[config.mk]
export PLATFORM = sky130hd
export DESIGN_NAME = fcore_decoder_top
export DESIGN_NICKNAME = d
export VERILOG_FILES = /design/src/fcore_decode_pkg.sv /design/src/fcore_decoder_top.sv /design/src/issue_unit.sv /design/src/decode_fifo.sv /design/src/instr_field_extract.sv
export SDC_FILE = /design/constraint.sdc
export NUM_CORES = 1
export LEC_CHECK = 0
export BUFFER_PORTS_ARGS = -buffer_cell sky130_fd_sc_hd__buf_4
export CAP_MARGIN = 25
export CELL_PAD_IN_SITES_DETAIL_PLACEMENT = 0
export CELL_PAD_IN_SITES_GLOBAL_PLACEMENT = 1
export CORE_MARGIN = 10
export CORE_UTILIZATION = 50
export DETAILED_ROUTE_END_ITERATION = 8
export PLACE_DENSITY_LB_ADDON = 0.1
export SLEW_MARGIN = 15
export SYNTH_ARGS = -nofsm -noshare
export SYNTH_HDL_FRONTEND = slang
export SYNTH_SLANG_ARGS = --single-unit
[constraint.sdc]
create_clock -name clock -period 2.5 [get_ports clock]
set_input_delay 0.5 -clock clock [delete_from_list [all_inputs] [get_ports clock]]
set_output_delay 0.5 -clock clock [all_outputs]
set_load 0.01 [all_outputs]
[src/fcore_decode_pkg.sv]
/*
 * Shared definitions for the control core instruction decoder.
 * Field widths, instruction layout, opcode and operation encodings,
 * and the structs passed between extraction, buffer and issue.
 */
package fcore_decode_pkg;

    localparam int INSTR_WIDTH    = 16;
    localparam int OPCODE_WIDTH   = 4;
    localparam int REG_SEL_WIDTH  = 4;
    localparam int CHANNEL_WIDTH  = 8;
    localparam int REG_ADDR_WIDTH = CHANNEL_WIDTH + REG_SEL_WIDTH;
    localparam int IMM_WIDTH      = 12;
    localparam int DATA_WIDTH     = 16;

    // Bit positions of the fields inside an instruction word
    localparam int OPCODE_LSB = 0;
    localparam int SEL_A_LSB  = 4;
    localparam int SEL_B_LSB  = 8;
    localparam int SEL_D_LSB  = 12;
    localparam int IMM_LSB    = 4;

    typedef enum logic [OPCODE_WIDTH-1:0] {
        NOP    = 4'd0,
        ADD    = 4'd1,
        SUB    = 4'd2,
        MUL    = 4'd3,
        REC    = 4'd4,
        LDR    = 4'd5,
        LDC    = 4'd6,
        BGT    = 4'd7,
        BLE    = 4'd8,
        BEQ    = 4'd9,
        BNE    = 4'd10,
        ABS    = 4'd11,
        POPCNT = 4'd12,
        LNOT   = 4'd13,
        STOP   = 4'd14,
        RSVD   = 4'd15
    } opcode_e;

    // Codes understood by the execution unit, branch codes carry the compare mode
    typedef enum logic [5:0] {
        OP_ADD    = 6'd0,
        OP_SUB    = 6'd1,
        OP_LNOT   = 6'd2,
        OP_POPCNT = 6'd3,
        OP_ABS    = 6'd4,
        OP_BEQ    = 6'd20,
        OP_BLE    = 6'd28,
        OP_BGT    = 6'd36,
        OP_BNE    = 6'd44
    } alu_op_e;

    typedef struct packed {
        opcode_e                   opcode;
        logic [REG_ADDR_WIDTH-1:0] reg_a;
        logic [REG_ADDR_WIDTH-1:0] reg_b;
        logic [REG_ADDR_WIDTH-1:0] reg_dest;
        logic [IMM_WIDTH-1:0]      imm;
        logic [DATA_WIDTH-1:0]     load_data;
    } decoded_instr_t;

    typedef struct packed {
        logic                      valid;
        logic [DATA_WIDTH-1:0]     source;
        logic [REG_ADDR_WIDTH-1:0] target;
    } operand_req_t;

    typedef struct packed {
        logic    valid;
        alu_op_e code;
    } operation_req_t;

endpackage
[src/fcore_decoder_top.sv]
/*
 * Instruction decoder of the multichannel control core.
 * Field extraction, a decoded entry FIFO and the issue unit in series.
 */
`timescale 1ns/100ps

module fcore_decoder_top #(
    parameter int FIFO_DEPTH = 4
) (
    input  logic                                      clock,
    input  logic                                      arst_n,
    input  logic                                      enable,
    input  logic                                      instr_valid,
    input  logic [fcore_decode_pkg::INSTR_WIDTH-1:0]   instr,
    input  logic [fcore_decode_pkg::CHANNEL_WIDTH-1:0] channel,
    input  logic [fcore_decode_pkg::DATA_WIDTH-1:0]    load_data,
    output logic                                      instr_full,
    output fcore_decode_pkg::operand_req_t            operand_a,
    output fcore_decode_pkg::operand_req_t            operand_b,
    output fcore_decode_pkg::operation_req_t          operation,
    output fcore_decode_pkg::opcode_e                 exec_opcode,
    output logic                                      core_stop
);
    import fcore_decode_pkg::*;

    decoded_instr_t entry;
    decoded_instr_t head;
    logic           entry_valid;
    logic           empty;
    logic           pop;

    instr_field_extract i_instr_field_extract (
        .clock       (clock),
        .arst_n      (arst_n),
        .instr_valid (instr_valid),
        .instr       (instr),
        .channel     (channel),
        .load_data   (load_data),
        .entry       (entry),
        .entry_valid (entry_valid)
    );

    decode_fifo #(
        .FIFO_DEPTH (FIFO_DEPTH)
    ) i_decode_fifo (
        .clock       (clock),
        .arst_n      (arst_n),
        .entry_valid (entry_valid),
        .entry       (entry),
        .pop         (pop),
        .head        (head),
        .empty       (empty),
        .instr_full  (instr_full)
    );

    issue_unit i_issue_unit (
        .clock       (clock),
        .arst_n      (arst_n),
        .enable      (enable),
        .head        (head),
        .empty       (empty),
        .pop         (pop),
        .operand_a   (operand_a),
        .operand_b   (operand_b),
        .operation   (operation),
        .exec_opcode (exec_opcode),
        .core_stop   (core_stop)
    );

endmodule

[src/issue_unit.sv]
/*
 * Issue unit.
 * Pops one decoded entry per cycle while enabled and turns it into
 * operand, operation and stop requests for the execution unit.
 */
`timescale 1ns/100ps

module issue_unit (
    input  logic                             clock,
    input  logic                             arst_n,
    input  logic                             enable,
    input  fcore_decode_pkg::decoded_instr_t head,
    input  logic                             empty,
    output logic                             pop,
    output fcore_decode_pkg::operand_req_t   operand_a,
    output fcore_decode_pkg::operand_req_t   operand_b,
    output fcore_decode_pkg::operation_req_t operation,
    output fcore_decode_pkg::opcode_e        exec_opcode,
    output logic                             core_stop
);
    import fcore_decode_pkg::*;

    localparam int ADDR_PAD = DATA_WIDTH - REG_ADDR_WIDTH;
    localparam int IMM_PAD  = DATA_WIDTH - IMM_WIDTH;

    operand_req_t   nxt_a;
    operand_req_t   nxt_b;
    operation_req_t nxt_op;
    logic           nxt_stop;

    logic                      a_valid;
    logic                      b_valid;
    logic                      op_valid;
    logic [DATA_WIDTH-1:0]     a_source;
    logic [REG_ADDR_WIDTH-1:0] a_target;
    logic [DATA_WIDTH-1:0]     b_source;
    logic [REG_ADDR_WIDTH-1:0] b_target;
    alu_op_e                   op_code;

    assign pop = enable && !empty;

    always_comb begin
        nxt_a        = '0;
        nxt_b        = '0;
        nxt_op       = '0;
        nxt_stop     = 1'b0;
        nxt_a.source = {{ADDR_PAD{1'b0}}, head.reg_a};
        nxt_a.target = head.reg_dest;
        nxt_b.source = {{ADDR_PAD{1'b0}}, head.reg_b};
        nxt_b.target = head.reg_dest;
        case (head.opcode)
            ADD, SUB, BGT, BLE, BEQ, BNE: begin
                nxt_a.valid  = 1'b1;
                nxt_b.valid  = 1'b1;
                nxt_op.valid = 1'b1;
                case (head.opcode)
                    ADD:     nxt_op.code = OP_ADD;
                    SUB:     nxt_op.code = OP_SUB;
                    BGT:     nxt_op.code = OP_BGT;
                    BLE:     nxt_op.code = OP_BLE;
                    BEQ:     nxt_op.code = OP_BEQ;
                    default: nxt_op.code = OP_BNE;
                endcase
            end
            MUL: begin
                // The multiplier takes its second target from reg_b
                nxt_a.valid  = 1'b1;
                nxt_b.valid  = 1'b1;
                nxt_b.target = head.reg_b;
            end
            REC: begin
                nxt_a.valid  = 1'b1;
                nxt_a.target = head.reg_b;
            end
            ABS, POPCNT, LNOT: begin
                nxt_a.valid  = 1'b1;
                nxt_a.target = head.reg_b;
                nxt_op.valid = 1'b1;
                case (head.opcode)
                    ABS:     nxt_op.code = OP_ABS;
                    POPCNT:  nxt_op.code = OP_POPCNT;
                    default: nxt_op.code = OP_LNOT;
                endcase
            end
            LDR: begin
                nxt_a.valid  = 1'b1;
                nxt_a.source = {{IMM_PAD{1'b0}}, head.imm};
                nxt_a.target = head.reg_a;
            end
            LDC: begin
                nxt_a.valid  = 1'b1;
                nxt_a.source = head.load_data;
                nxt_a.target = head.reg_a;
            end
            STOP: begin
                nxt_stop = 1'b1;
            end
            default: begin
                // NOP and the spare opcode issue no requests
            end
        endcase
    end

    always_ff @(posedge clock or negedge arst_n) begin
        if (!arst_n) begin
            a_valid     <= 1'b0;
            b_valid     <= 1'b0;
            op_valid    <= 1'b0;
            core_stop   <= 1'b0;
            exec_opcode <= NOP;
        end else begin
            a_valid   <= pop && nxt_a.valid;
            b_valid   <= pop && nxt_b.valid;
            op_valid  <= pop && nxt_op.valid;
            core_stop <= pop && nxt_stop;
            if (pop) begin
                exec_opcode <= head.opcode;
            end
        end
    end

    always_ff @(posedge clock) begin
        if (pop) begin
            a_source <= nxt_a.source;
            a_target <= nxt_a.target;
            b_source <= nxt_b.source;
            b_target <= nxt_b.target;
            op_code  <= nxt_op.code;
        end
    end

    assign operand_a = '{valid: a_valid, source: a_source, target: a_target};
    assign operand_b = '{valid: b_valid, source: b_source, target: b_target};
    assign operation = '{valid: op_valid, code: op_code};

    // A stop pulse halts the core and never comes with an operand request
    a_stop_alone: assert property (
        @(posedge clock) disable iff (!arst_n)
        core_stop |-> !operand_a.valid && !operand_b.valid
    ) else $error("issue_unit: stop issued together with an operand request");

endmodule

[src/decode_fifo.sv]
/*
 * Decoded instruction FIFO.
 * Circular buffer between field extraction and issue, so that
 * instructions keep arriving while issue is held off.
 */
`timescale 1ns/100ps

module decode_fifo #(
    parameter int FIFO_DEPTH = 4
) (
    input  logic                             clock,
    input  logic                             arst_n,
    input  logic                             entry_valid,
    input  fcore_decode_pkg::decoded_instr_t entry,
    input  logic                             pop,
    output fcore_decode_pkg::decoded_instr_t head,
    output logic                             empty,
    output logic                             instr_full
);
    import fcore_decode_pkg::*;

    localparam int PTR_WIDTH = $clog2(FIFO_DEPTH);
    localparam int CNT_WIDTH = $clog2(FIFO_DEPTH + 1);

    decoded_instr_t mem [FIFO_DEPTH];

    logic [PTR_WIDTH-1:0] wr_ptr;
    logic [PTR_WIDTH-1:0] rd_ptr;
    logic [CNT_WIDTH-1:0] count;

    // Pointers wrap explicitly so that depths other than powers of two work
    function automatic logic [PTR_WIDTH-1:0] next_ptr(input logic [PTR_WIDTH-1:0] ptr);
        if (ptr == PTR_WIDTH'(FIFO_DEPTH - 1)) begin
            return '0;
        end
        return ptr + 1'b1;
    endfunction

    always_ff @(posedge clock or negedge arst_n) begin
        if (!arst_n) begin
            wr_ptr <= '0;
            rd_ptr <= '0;
            count  <= '0;
        end else begin
            if (entry_valid) begin
                wr_ptr <= next_ptr(wr_ptr);
            end
            if (pop) begin
                rd_ptr <= next_ptr(rd_ptr);
            end
            if (entry_valid && !pop) begin
                count <= count + 1'b1;
            end else if (pop && !entry_valid) begin
                count <= count - 1'b1;
            end
        end
    end

    always_ff @(posedge clock) begin
        if (entry_valid) begin
            mem[wr_ptr] <= entry;
        end
    end

    assign head  = mem[rd_ptr];
    assign empty = (count == '0);

    // One slot is kept back for the entry still sitting in the extract register
    assign instr_full = (count >= CNT_WIDTH'(FIFO_DEPTH - 1));

    a_no_overflow: assert property (
        @(posedge clock) disable iff (!arst_n)
        entry_valid |-> (count < CNT_WIDTH'(FIFO_DEPTH))
    ) else $error("decode_fifo: push into a full FIFO");

    a_no_underflow: assert property (
        @(posedge clock) disable iff (!arst_n)
        pop |-> !empty
    ) else $error("decode_fifo: pop from an empty FIFO");

endmodule

[src/instr_field_extract.sv]
/*
 * Instruction field extraction.
 * Slices a sampled instruction word and turns its register selectors
 * into absolute register file addresses within the given channel.
 */
`timescale 1ns/100ps

module instr_field_extract (
    input  logic                                      clock,
    input  logic                                      arst_n,
    input  logic                                      instr_valid,
    input  logic [fcore_decode_pkg::INSTR_WIDTH-1:0]   instr,
    input  logic [fcore_decode_pkg::CHANNEL_WIDTH-1:0] channel,
    input  logic [fcore_decode_pkg::DATA_WIDTH-1:0]    load_data,
    output fcore_decode_pkg::decoded_instr_t          entry,
    output logic                                      entry_valid
);
    import fcore_decode_pkg::*;

    logic [REG_SEL_WIDTH-1:0] sel_a;
    logic [REG_SEL_WIDTH-1:0] sel_b;
    logic [REG_SEL_WIDTH-1:0] sel_dest;

    assign sel_a    = instr[SEL_A_LSB +: REG_SEL_WIDTH];
    assign sel_b    = instr[SEL_B_LSB +: REG_SEL_WIDTH];
    assign sel_dest = instr[SEL_D_LSB +: REG_SEL_WIDTH];

    always_ff @(posedge clock or negedge arst_n) begin
        if (!arst_n) begin
            entry_valid <= 1'b0;
        end else begin
            entry_valid <= instr_valid;
        end
    end

    // Channel number sits above the selector, so each channel owns 16 registers
    always_ff @(posedge clock) begin
        if (instr_valid) begin
            entry.opcode    <= opcode_e'(instr[OPCODE_LSB +: OPCODE_WIDTH]);
            entry.reg_a     <= {channel, sel_a};
            entry.reg_b     <= {channel, sel_b};
            entry.reg_dest  <= {channel, sel_dest};
            entry.imm       <= instr[IMM_LSB +: IMM_WIDTH];
            entry.load_data <= load_data;
        end
    end

    // An unknown opcode would be pushed into the FIFO and issue as garbage
    a_opcode_known: assert property (
        @(posedge clock) disable iff (!arst_n)
        instr_valid |-> !$isunknown(instr[OPCODE_LSB +: OPCODE_WIDTH])
    ) else $error("instr_field_extract: unknown opcode on a valid instruction");

endmodule

==> reports/metrics.yaml, run 1 <==
floorplan:
  chipWidth_um: 164
  die_h_um: 164
  die-area_um2: 26800
  start_util_pct: 50.9
  core_area_um2: 20200
  rows: 52
  io-pin-count: 115
final_layout:
  postLayoutCellArea_um2: 12500
  fin_nets: 664
  fillers: 1453
  fin_util_pct: 61.8
  syn2layout_area_growth_pct: 21.4
  finalNonFillerCells: 906
  n_antenna_cell: 0
  drive_gt1_share_pct: 37.4
critical_path:
  crit_buf_inv: 1
  critPathTopFamily: "multiplexers"
  worstPathRequired_ns: 2.77
  cp-start-kind: "flop"
  crit_arrival_ns: 2.56
  worst-path-max-fanout: 20
  cpMaxStageDelayCell: "mux4_2"
  worstSetupPathType: "flop to flop"
  worstReg2RegStart: "i_decode_fifo.rd_ptr[0]"
  crit_path_end_kind: "flop"
  startpoint: "i_decode_fifo.rd_ptr[0]"
  crit_chain: "mux4_2, and4bb_2, buf_4, a22o_1, a21o_1"
  cp_slowest_stage_delay_ns: 0.66
cts:
  cts.sinks: 271
  clock_path_buffers: 3
  htreeDepth: 1
  cts-buffers-inserted: 29
  cts_tree: "yes"
  cts_resized: 0
  clkLatencyLatePin_ns: 0.54
  cts.clk_slew.worst_paths_ns: 0.06
  cts_root_buffer: "clkbuf_16"
route:
  via_per_inst: 5.44
  wl_per_cell_um: 22.9
  drc: 0
  vias: 4927
  drt_wl_total_um: 20700
  drtIter0Drc: 301
  drtPass1Iterations: 4
  postRouteAntennaNets: 0
global_routing:
  grt_pass1_wl_um: 31200
  grt-ovfl-total: 0
  grt_pass1_vias: 5109
  grt_antenna_before_repair: 0
  track_usage_pct: 15.3
  grt_max_degree: 42
place:
  placed_cell_area_um2: 11500
  portBuffers: 110
  dp_hpwl_um: 13700
  placed_cells: 851
  gp_congestion: 0.795
flow_run:
  max_cap_violations: 0
synthesis:
  synth_top_area_share_pct: 74.3
  synth_area_leaders: "edfxtp_1 (74%), mux4_2 (12%), dfrtp_1 (3.9%)"
  syn_area_per_cell_um2: 21.3
  syn_area_um2: 10300
  ys_seq_area_share_pct: 78.2
  syn_inst: 483
  yosysWarnings: 0
  synthArstFlopShare_pct: 5.90
  ys_seq_elements: 271
  synth-edff-count: 255
  ys.flop_type: "edfxtp_1"
  synth.distinct_cells: 44
  yosys.area.top_type: "edfxtp_1"
timing:
  report.final.slew_viol_count: 0
  slew_headroom_pct: 58.7
  tns_ns: 0
  tightest_slew_ns: 0.619
  rsz0062_at_grt: "false"
  timing.final.crit_period_ns: 2.29
  fin_crit_sh_pct: 91.5
  hold_viol: 0
  skew_ns: 0.0176
  fmax_mhz: 437
  setup_viol: 0
power_and_ir_drop:
  power_density_nw_per_um2: 1250
  p_int_uw: 11100
  p_switching_uw: 4490
  p_leak_uw: 0.00452
  seqPwrFrac_pct: 43.2
  ir_worst_vdd_mv: 0.620
  p_clk_share_pct: 28.0
  p_comb_share_pct: 28.8
  p_sw_share_pct: 28.7
  finalPower_uw: 15600
worst_hold_path:
  hold_path_class: "input port to flop"
  hold_path.startpoint: "instr[7]"
run_status:
  status: "finished clean"
## through the flow
stage / worst slack, ns / hold WS (ns)
after detailed placement: 0.238 / 0.378
final: 0.213 / 0.135
after CTS: 0.222 / 0.114
after global routing: 0.150 / 0.110
after global placement: 0.282 / 0.377
after floorplan: 0.244 / 0.204
## worst register-to-register path: cells and delay by family (launching register included)
kind	cells	cell delay, ns
AOI/OAI and AO/OA	2	0.40
buffers and inverters	1	0.20
DFF	1	0.48
muxes	1	0.66
and+or+nand+nor	1	0.30
## final cells by class
cell class	instances	area, um^2	share of cell area (%)
repair buffers	126	1040	8.28
well taps	270	338	2.70
flip-flops and latches	271	8060	64.4
inverters	14	52.6	0.420
multi-input cells	171	2010	16.1
clock inverters	15	185	1.48
clock buffers	39	823	6.58
## worst paths after layout
kind	endpoint	slack, ns	cells after the start
max in group asynchronous	i_decode_fifo.rd_ptr[0]	1.90	2
min in group asynchronous	i_issue_unit.a_valid	0.38	2
hold / removal	i_instr_field_extract.entry[19]	0.14	1
setup / recovery	i_issue_unit.a_source[4]	0.21	5
hold reg to reg	i_decode_fifo.mem[0][40]	0.49	0
setup reg to reg	i_issue_unit.a_source[4]	0.21	5
## synth_stat cells, drive strengths merged, types with 2 or more instances
| library cell | n |
|---|---|
| mux2i | 4 |
| and4bb | 2 |
| a21o | 11 |
| o21a | 2 |
| o21ba | 2 |
| o21ai | 10 |
| ha | 6 |
| nor2b | 4 |
| inv | 14 |
| nand2 | 26 |
| clkbuf | 3 |
| nor2 | 6 |
| edfxtp | 255 |
| xor2 | 2 |
| dfrtp | 16 |
| a22o | 8 |
| and2 | 8 |
| nor3 | 3 |
| mux4 | 53 |
| o221ai | 4 |
| buf | 27 |
## state kept, by name, summed over array words and instances (netlist names), 3 cells and up
register	flops
i_decode_fifo.count	3
i_decode_fifo.mem	160
i_instr_field_extract.entry	40
i_issue_unit.a_source	16
i_issue_unit.a_target	12
i_issue_unit.b_source	10
i_issue_unit.b_target	11
i_issue_unit.exec_opcode	4
i_issue_unit.op_code	6
## power groups by stage
stage          Clock [uW]  Sequential (uW)  Combinational, uW
6_report             4380             6750               4500
3_3_place_gp            0             6810               4550
2_1_floorplan           0             6880               2680
3_5_place_dp            0             6850               4590
5_1_grt              4670             6840               4880
4_1_cts              4490             6760               4600
## routing by layer
layer	track usage (%)	part of all wire, %
met1	20.2	41
met2	25.2	50
met3	3.67	7.1
met4	4.02	1.9
met5	0	0
## logic make-up after synthesis
kind of cell	count (synthesis)	synth area share (%)
flops	271	78.2
other cells	1	0.0364
mux	58	12.1
fa+ha+maj	7	0.923
xor+xnor	3	0.255
simple gates	56	2.96
buf+inv	44	2.44
compound gates	43	3.13
## what timing repair did
item	CTS	global route
endpoints found under the hold margin	16	0
setup buffers	0	0
hold buffers	1	0
## layout by cell type (no fill, tap or decap), types with 2 or more instances in the layout
| cell type | Yosys | final |
|---|---|---|
| mux4_2 | 53 | 53 |
| clkinv_2 | 0 | 4 |
| nand2_1 | 26 | 26 |
| xor2_1 | 2 | 2 |
| mux2i_1 | 4 | 4 |
| buf_4 | 14 | 118 |
| edfxtp_1 | 255 | 255 |
| buf_12 | 0 | 7 |
| o21a_1 | 2 | 2 |
| o21ba_1 | 2 | 2 |
| conb_1 | 1 | 4 |
| nor2b_1 | 4 | 4 |
| clkbuf_16 | 0 | 29 |
| nor2_1 | 6 | 6 |
| inv_1 | 14 | 13 |
| and2_1 | 8 | 4 |
| nor3_1 | 2 | 2 |
| a21o_1 | 11 | 11 |
| and2_2 | 0 | 4 |
| dfrtp_1 | 16 | 14 |
| o21ai_0 | 9 | 9 |
| bufinv_16 | 0 | 4 |
| clkbuf_1 | 3 | 4 |
| clkbuf_8 | 0 | 6 |
| o221ai_1 | 4 | 4 |
| a22o_1 | 8 | 8 |
| clkinv_1 | 0 | 3 |
| ha_1 | 6 | 6 |
(Power assumes the default switching activity.)
==> inputs of run 2 (changes only) <==
--- a/config.mk
+++ b/config.mk
@@ -11,6 +11,8 @@
 export CELL_PAD_IN_SITES_GLOBAL_PLACEMENT = 1
 export CORE_MARGIN = 10
 export CORE_UTILIZATION = 50
+export CTS_BUF_LIST = sky130_fd_sc_hd__clkbuf_8 sky130_fd_sc_hd__clkbuf_16
+export CTS_CLUSTER_DIAMETER = 50
 export DETAILED_ROUTE_END_ITERATION = 8
 export PLACE_DENSITY_LB_ADDON = 0.1
 export SLEW_MARGIN = 15
==> reports/metrics.yaml, run 2 (same netlist as run 1, synthesis figures left out) <==
run_status:
  status: "finished clean"
critical_path:
  crit_arrival_ns: 2.57
  cp_slowest_stage_delay_ns: 0.66
  cp-start-kind: "flop"
  worstPathRequired_ns: 2.78
  worst-path-max-fanout: 20
  cpMaxStageDelayCell: "mux4_2"
  crit_path_end_kind: "flop"
  crit_chain: "mux4_2, and4bb_2, buf_4, a22o_1, a21o_1"
  worstSetupPathType: "flop to flop"
flow_run:
  max_cap_violations: 0
floorplan:
  die-area_um2: 26800
  io-pin-count: 115
  die_h_um: 164
  core_area_um2: 20200
  chipWidth_um: 164
  start_util_pct: 50.9
  rows: 52
place:
  pre_cts_ws_ns: 0.238
  portBuffers: 110
  dp_hpwl_um: 13700
  gp_congestion: 0.795
final_layout:
  largest_register: "i_decode_fifo.mem"
  final_common_cell: "edfxtp_1"
  final_cell_mix: "edfxtp_1 (255), buf_4 (118), mux4_2 (53), clkbuf_16 (31), nand2_1 (26)"
  largest_registers: "i_decode_fifo.mem (160), i_instr_field_extract.entry (40), i_issue_unit.a_source (16)"
  largest_register_ffs: 160
  n_antenna_cell: 0
  drive_gt1_share_pct: 37.8
  fin_nets: 665
  fillers: 1455
  syn2layout_area_growth_pct: 21.3
global_routing:
  grt_max_degree: 42
  grt-ovfl-total: 0
  grt_pass1_wl_um: 31500
  grt_pass1_vias: 5128
  grt_antenna_before_repair: 0
  track_usage_pct: 15.5
cts:
  cts.clk_slew.worst_paths_ns: 0.06
  cts_tree: "yes"
  cts-buffers-inserted: 30
  cts.hold.buffers_added: 1
  clkLatencyLatePin_ns: 0.54
  cts_resized: 0
  cts_root_buffer: "clkbuf_16"
  clock_path_buffers: 3
  cts.sinks: 271
  post-cts-setup-buffers: 0
  htreeDepth: 1
timing:
  slew_headroom_pct: 58.6
  skew_ns: 0.0141
  timing.final.crit_period_ns: 2.29
  fin_crit_sh_pct: 91.4
  fmax_mhz: 438
  rsz0062_at_grt: "false"
  setup_viol: 0
  tns_ns: 0
  hold_viol: 0
  tightest_slew_ns: 0.620
  report.final.slew_viol_count: 0
  fin_ws_ns: 0.215
power_and_ir_drop:
  p_comb_share_pct: 29.0
  p_int_uw: 11000
  p_switching_uw: 4570
  p_leak_uw: 0.00451
  seqPwrFrac_pct: 43.3
  ir_worst_vdd_mv: 0.619
  p_sw_share_pct: 29.4
  p_clk_share_pct: 27.7
  power_density_nw_per_um2: 1240
route:
  via_per_inst: 5.43
  drtIter0Drc: 329
  drt_wl_total_um: 20800
  wl_per_cell_um: 23.0
  top_layer: "met4"
  postRouteAntennaNets: 0
  met3WireLength_um: 1430
  vias: 4928
  m1WireLength_um: 8610
  drtPass1Iterations: 4
  drc: 0
  wl_met2_um: 10500
worst_hold_path:
  hold_path_class: "input port to flop"
[run 2: final timing paths]
check	to	start	depth (start not counted)	slack, ns
worst max register to register	i_issue_unit.a_source[4]	i_decode_fifo.rd_ptr[0]	5	0.21
worst min-delay path	i_instr_field_extract.entry[24]	instr[12]	1	0.13
max in group asynchronous	i_decode_fifo.rd_ptr[0]	arst_n	2	1.91
worst min register to register	i_issue_unit.exec_opcode[2]	i_issue_unit.exec_opcode[2]	2	0.49
min in group asynchronous	i_issue_unit.core_stop	arst_n	2	0.38
worst max-delay path	i_issue_unit.a_source[4]	i_decode_fifo.rd_ptr[0]	5	0.21
[run 2: power groups by stage]
stage,logic (uW),clock network (uW),registers [uW]
2_1_floorplan,2680,0,6880
3_3_place_gp,4550,0,6810
3_5_place_dp,4590,0,6850
4_1_cts,4610,4400,6760
5_1_grt,4890,4590,6840
6_report,4510,4300,6750
[run 2: stage by stage]
stage	util [%]	hold WS (ns)	power, uW	std cells	cell area, um^2
after floorplan	-	0.204	9560	486	10300
after global placement	56.8	0.377	11400	851	11500
after detailed placement	56.8	0.378	11400	851	11500
after CTS	61.8	0.115	15800	908	12500
after global routing	61.8	0.112	16300	908	12500
final	61.8	0.132	15600	908	12500
[run 2: critical path: cells and delay by family, from the launching register on]
family                 cells  cell delay, ns
AOI/OAI and AO/OA          2            0.40
buffers and inverters      1            0.20
DFF                        1            0.48
muxes                      1            0.66
and+or+nand+nor            1            0.30
[run 2: final cells by class]
type,count,area (um^2),share of cell area [%]
inverters,14,52.6,0.420
multi-input cells,171,2010,16.1
clock inverters,25,221,1.77
flip-flops and latches,271,8060,64.5
repair buffers,126,1040,8.29
well taps,270,338,2.70
clock buffers,31,776,6.21
[run 2: per-layer routing]
metal	global-route usage (%)	up-vias
li1	-	2203
met1	20.4	2532
met2	25.5	165
met3	3.70	28
met4	3.78	0
met5	0	-
==> inputs of run 3 (changes only) <==
==> constraint.sdc (replaced) <==
create_clock -name clock -period 2.3 [get_ports clock]
set_input_delay 0.46 -clock clock [delete_from_list [all_inputs] [get_ports clock]]
set_output_delay 0.46 -clock clock [all_outputs]
set_load 0.01 [all_outputs]
==> reports/metrics.yaml, run 3 (same netlist as run 1, synthesis figures left out) <==
global_routing:
  grt_antenna_before_repair: 0
  grt_pass1_vias: 5209
  grt_pass1_wl_um: 31700
  track_usage_pct: 15.5
  grt-ovfl-total: 0
  grt_max_degree: 53
place:
  dp_hpwl_um: 13400
  portBuffers: 110
  pre_cts_ws_ns: 0.0742
  gp_congestion: 0.778
  placed_cell_area_um2: 11500
cts:
  clock_path_buffers: 3
  cts_root_buffer: "clkbuf_16"
  cts_resized: 0
  cts-buffers-inserted: 29
  cts.sinks: 271
  cts_tree: "yes"
  clkLatencyLatePin_ns: 0.53
  cts.clk_slew.worst_paths_ns: 0.06
  htreeDepth: 1
route:
  drtPass1Iterations: 4
  drt_wl_total_um: 20500
  vias: 4910
  wl_per_cell_um: 22.5
  drc: 0
  via_per_inst: 5.40
  postRouteAntennaNets: 0
  drtIter0Drc: 285
critical_path:
  worstPathRequired_ns: 2.58
  worstReg2RegStart: "i_decode_fifo.rd_ptr[0]"
  startpoint: "i_decode_fifo.rd_ptr[0]"
  worst-path-max-fanout: 13
  rr_worst_depth: 5
  crit_path_end_kind: "flop"
  cp-start-kind: "flop"
  worstSetupPathType: "flop to flop"
  crit_arrival_ns: 2.45
timing:
  fin_ws_ns: 0.131
  fmax_mhz: 461
  rsz0062_at_grt: "false"
  hold_ws_ns: 0.107
  hold_viol: 0
  tns_ns: 0
  fin_crit_sh_pct: 94.3
  skew_ns: 0.00814
  setup_viol: 0
  slew_headroom_pct: 57.6
  timing.final.crit_period_ns: 2.17
  report.final.slew_viol_count: 0
  tightest_slew_ns: 0.637
power_and_ir_drop:
  seqPwrFrac_pct: 44.4
  p_sw_share_pct: 29.1
  p_leak_uw: 0.00451
  p_int_uw: 11700
  p_switching_uw: 4790
  ir_worst_vdd_mv: 0.759
  p_comb_share_pct: 29.9
  p_clk_share_pct: 25.7
  power_density_nw_per_um2: 1330
final_layout:
  fin_nets: 672
  final_common_cell: "edfxtp_1"
  final_cell_mix: "edfxtp_1 (255), buf_4 (127), mux4_2 (53), clkbuf_16 (29), nand2_1 (26)"
  largest_register_ffs: 160
  drive_gt1_share_pct: 37.2
  largest_register: "i_decode_fifo.mem"
  syn2layout_area_growth_pct: 20.6
  largest_registers: "i_decode_fifo.mem (160), i_instr_field_extract.entry (40), i_issue_unit.a_source (16)"
  fin_util_pct: 61.4
  n_antenna_cell: 0
  postLayoutCellArea_um2: 12400
  fillers: 1431
floorplan:
  chipWidth_um: 164
  core_area_um2: 20200
  die_h_um: 164
  rows: 52
  die-area_um2: 26800
  io-pin-count: 115
  start_util_pct: 50.9
worst_hold_path:
  hold_depth: 1
  hold_path_class: "input port to flop"
  hold_path.startpoint: "load_data[13]"
run_status:
  status: "finished clean"
flow_run:
  max_cap_violations: 0
==> run 3: changes by cell type in the layout (fill, tap and decap cells not counted), sizes merged <==
| cell | before | now |
|---|---|---|
| clkbuf | 31 | 29 |
| bufinv | 3 | 2 |
| clkinvlp | 4 | 2 |
| clkinv | 14 | 10 |
| inv | 18 | 21 |
| buf | 125 | 133 |
==> run 3: worst max-delay path, stage by stage, from the launching register on <==
cell and delay [ns]:
dfrtp_4 0.48, mux4_2 0.60, and4bb_2 0.28, buf_4 0.18, a22o_1 0.22, a21o_1 0.16
==> run 3: repair_timing <==
action | 4_1_cts | 5_1_grt
setup endpoints to repair | 0 | 7
buffers inserted | 0 | 2
hold buffers | 1 | 0
endpoints found under the hold margin | 16 | 0
==> run 3: cell type report <==
cell class	instances	area, um^2	share of cell area (%)
Clock inverter	21	150	1.21
Clock buffer	29	726	5.84
Multi-Input combinational cell	171	2010	16.2
Inverter	14	52.6	0.423
Sequential cell	271	8060	64.9
Timing Repair Buffer	134	1080	8.72
Tap cell	270	338	2.72
==> run 3: power groups by stage <==
stage / clock [uW] / combinational [uW] / sequential, uW
final: 4230 / 4940 / 7320
after global routing: 4560 / 5400 / 7450
after CTS: 4360 / 5020 / 7350
after detailed placement: 0 / 5010 / 7440
after global placement: 0 / 4960 / 7390
after floorplan: 0 / 2910 / 7470
==> run 3: path summary, 6_finish.rpt <==
kind | slack, ns | to
setup / recovery | 0.13 | i_issue_unit.a_source[9]
hold / removal | 0.11 | i_instr_field_extract.entry[13]
setup reg to reg | 0.13 | i_issue_unit.a_source[9]
hold reg to reg | 0.49 | i_issue_unit.exec_opcode[1]
max in group asynchronous | 1.74 | i_decode_fifo.rd_ptr[0]
min in group asynchronous | 0.34 | i_decode_fifo.rd_ptr[0]
==> run 3: layer usage <==
layer	up-vias	track usage [%]	part of all wire (%)	wire length [um]
met5	-	0	0	0
met4	0	4.06	1.6	337
met3	25	3.37	8.3	1710
met2	181	25.5	50	10100
met1	2493	20.6	40	8290
li1	2211	-	-	-
==> run 3: through the flow <==
step	power, uW	cells
2_1_floorplan	10400	486
3_3_place_gp	12300	857
3_5_place_dp	12500	857
4_1_cts	16700	908
5_1_grt	17400	910
6_report	16500	910
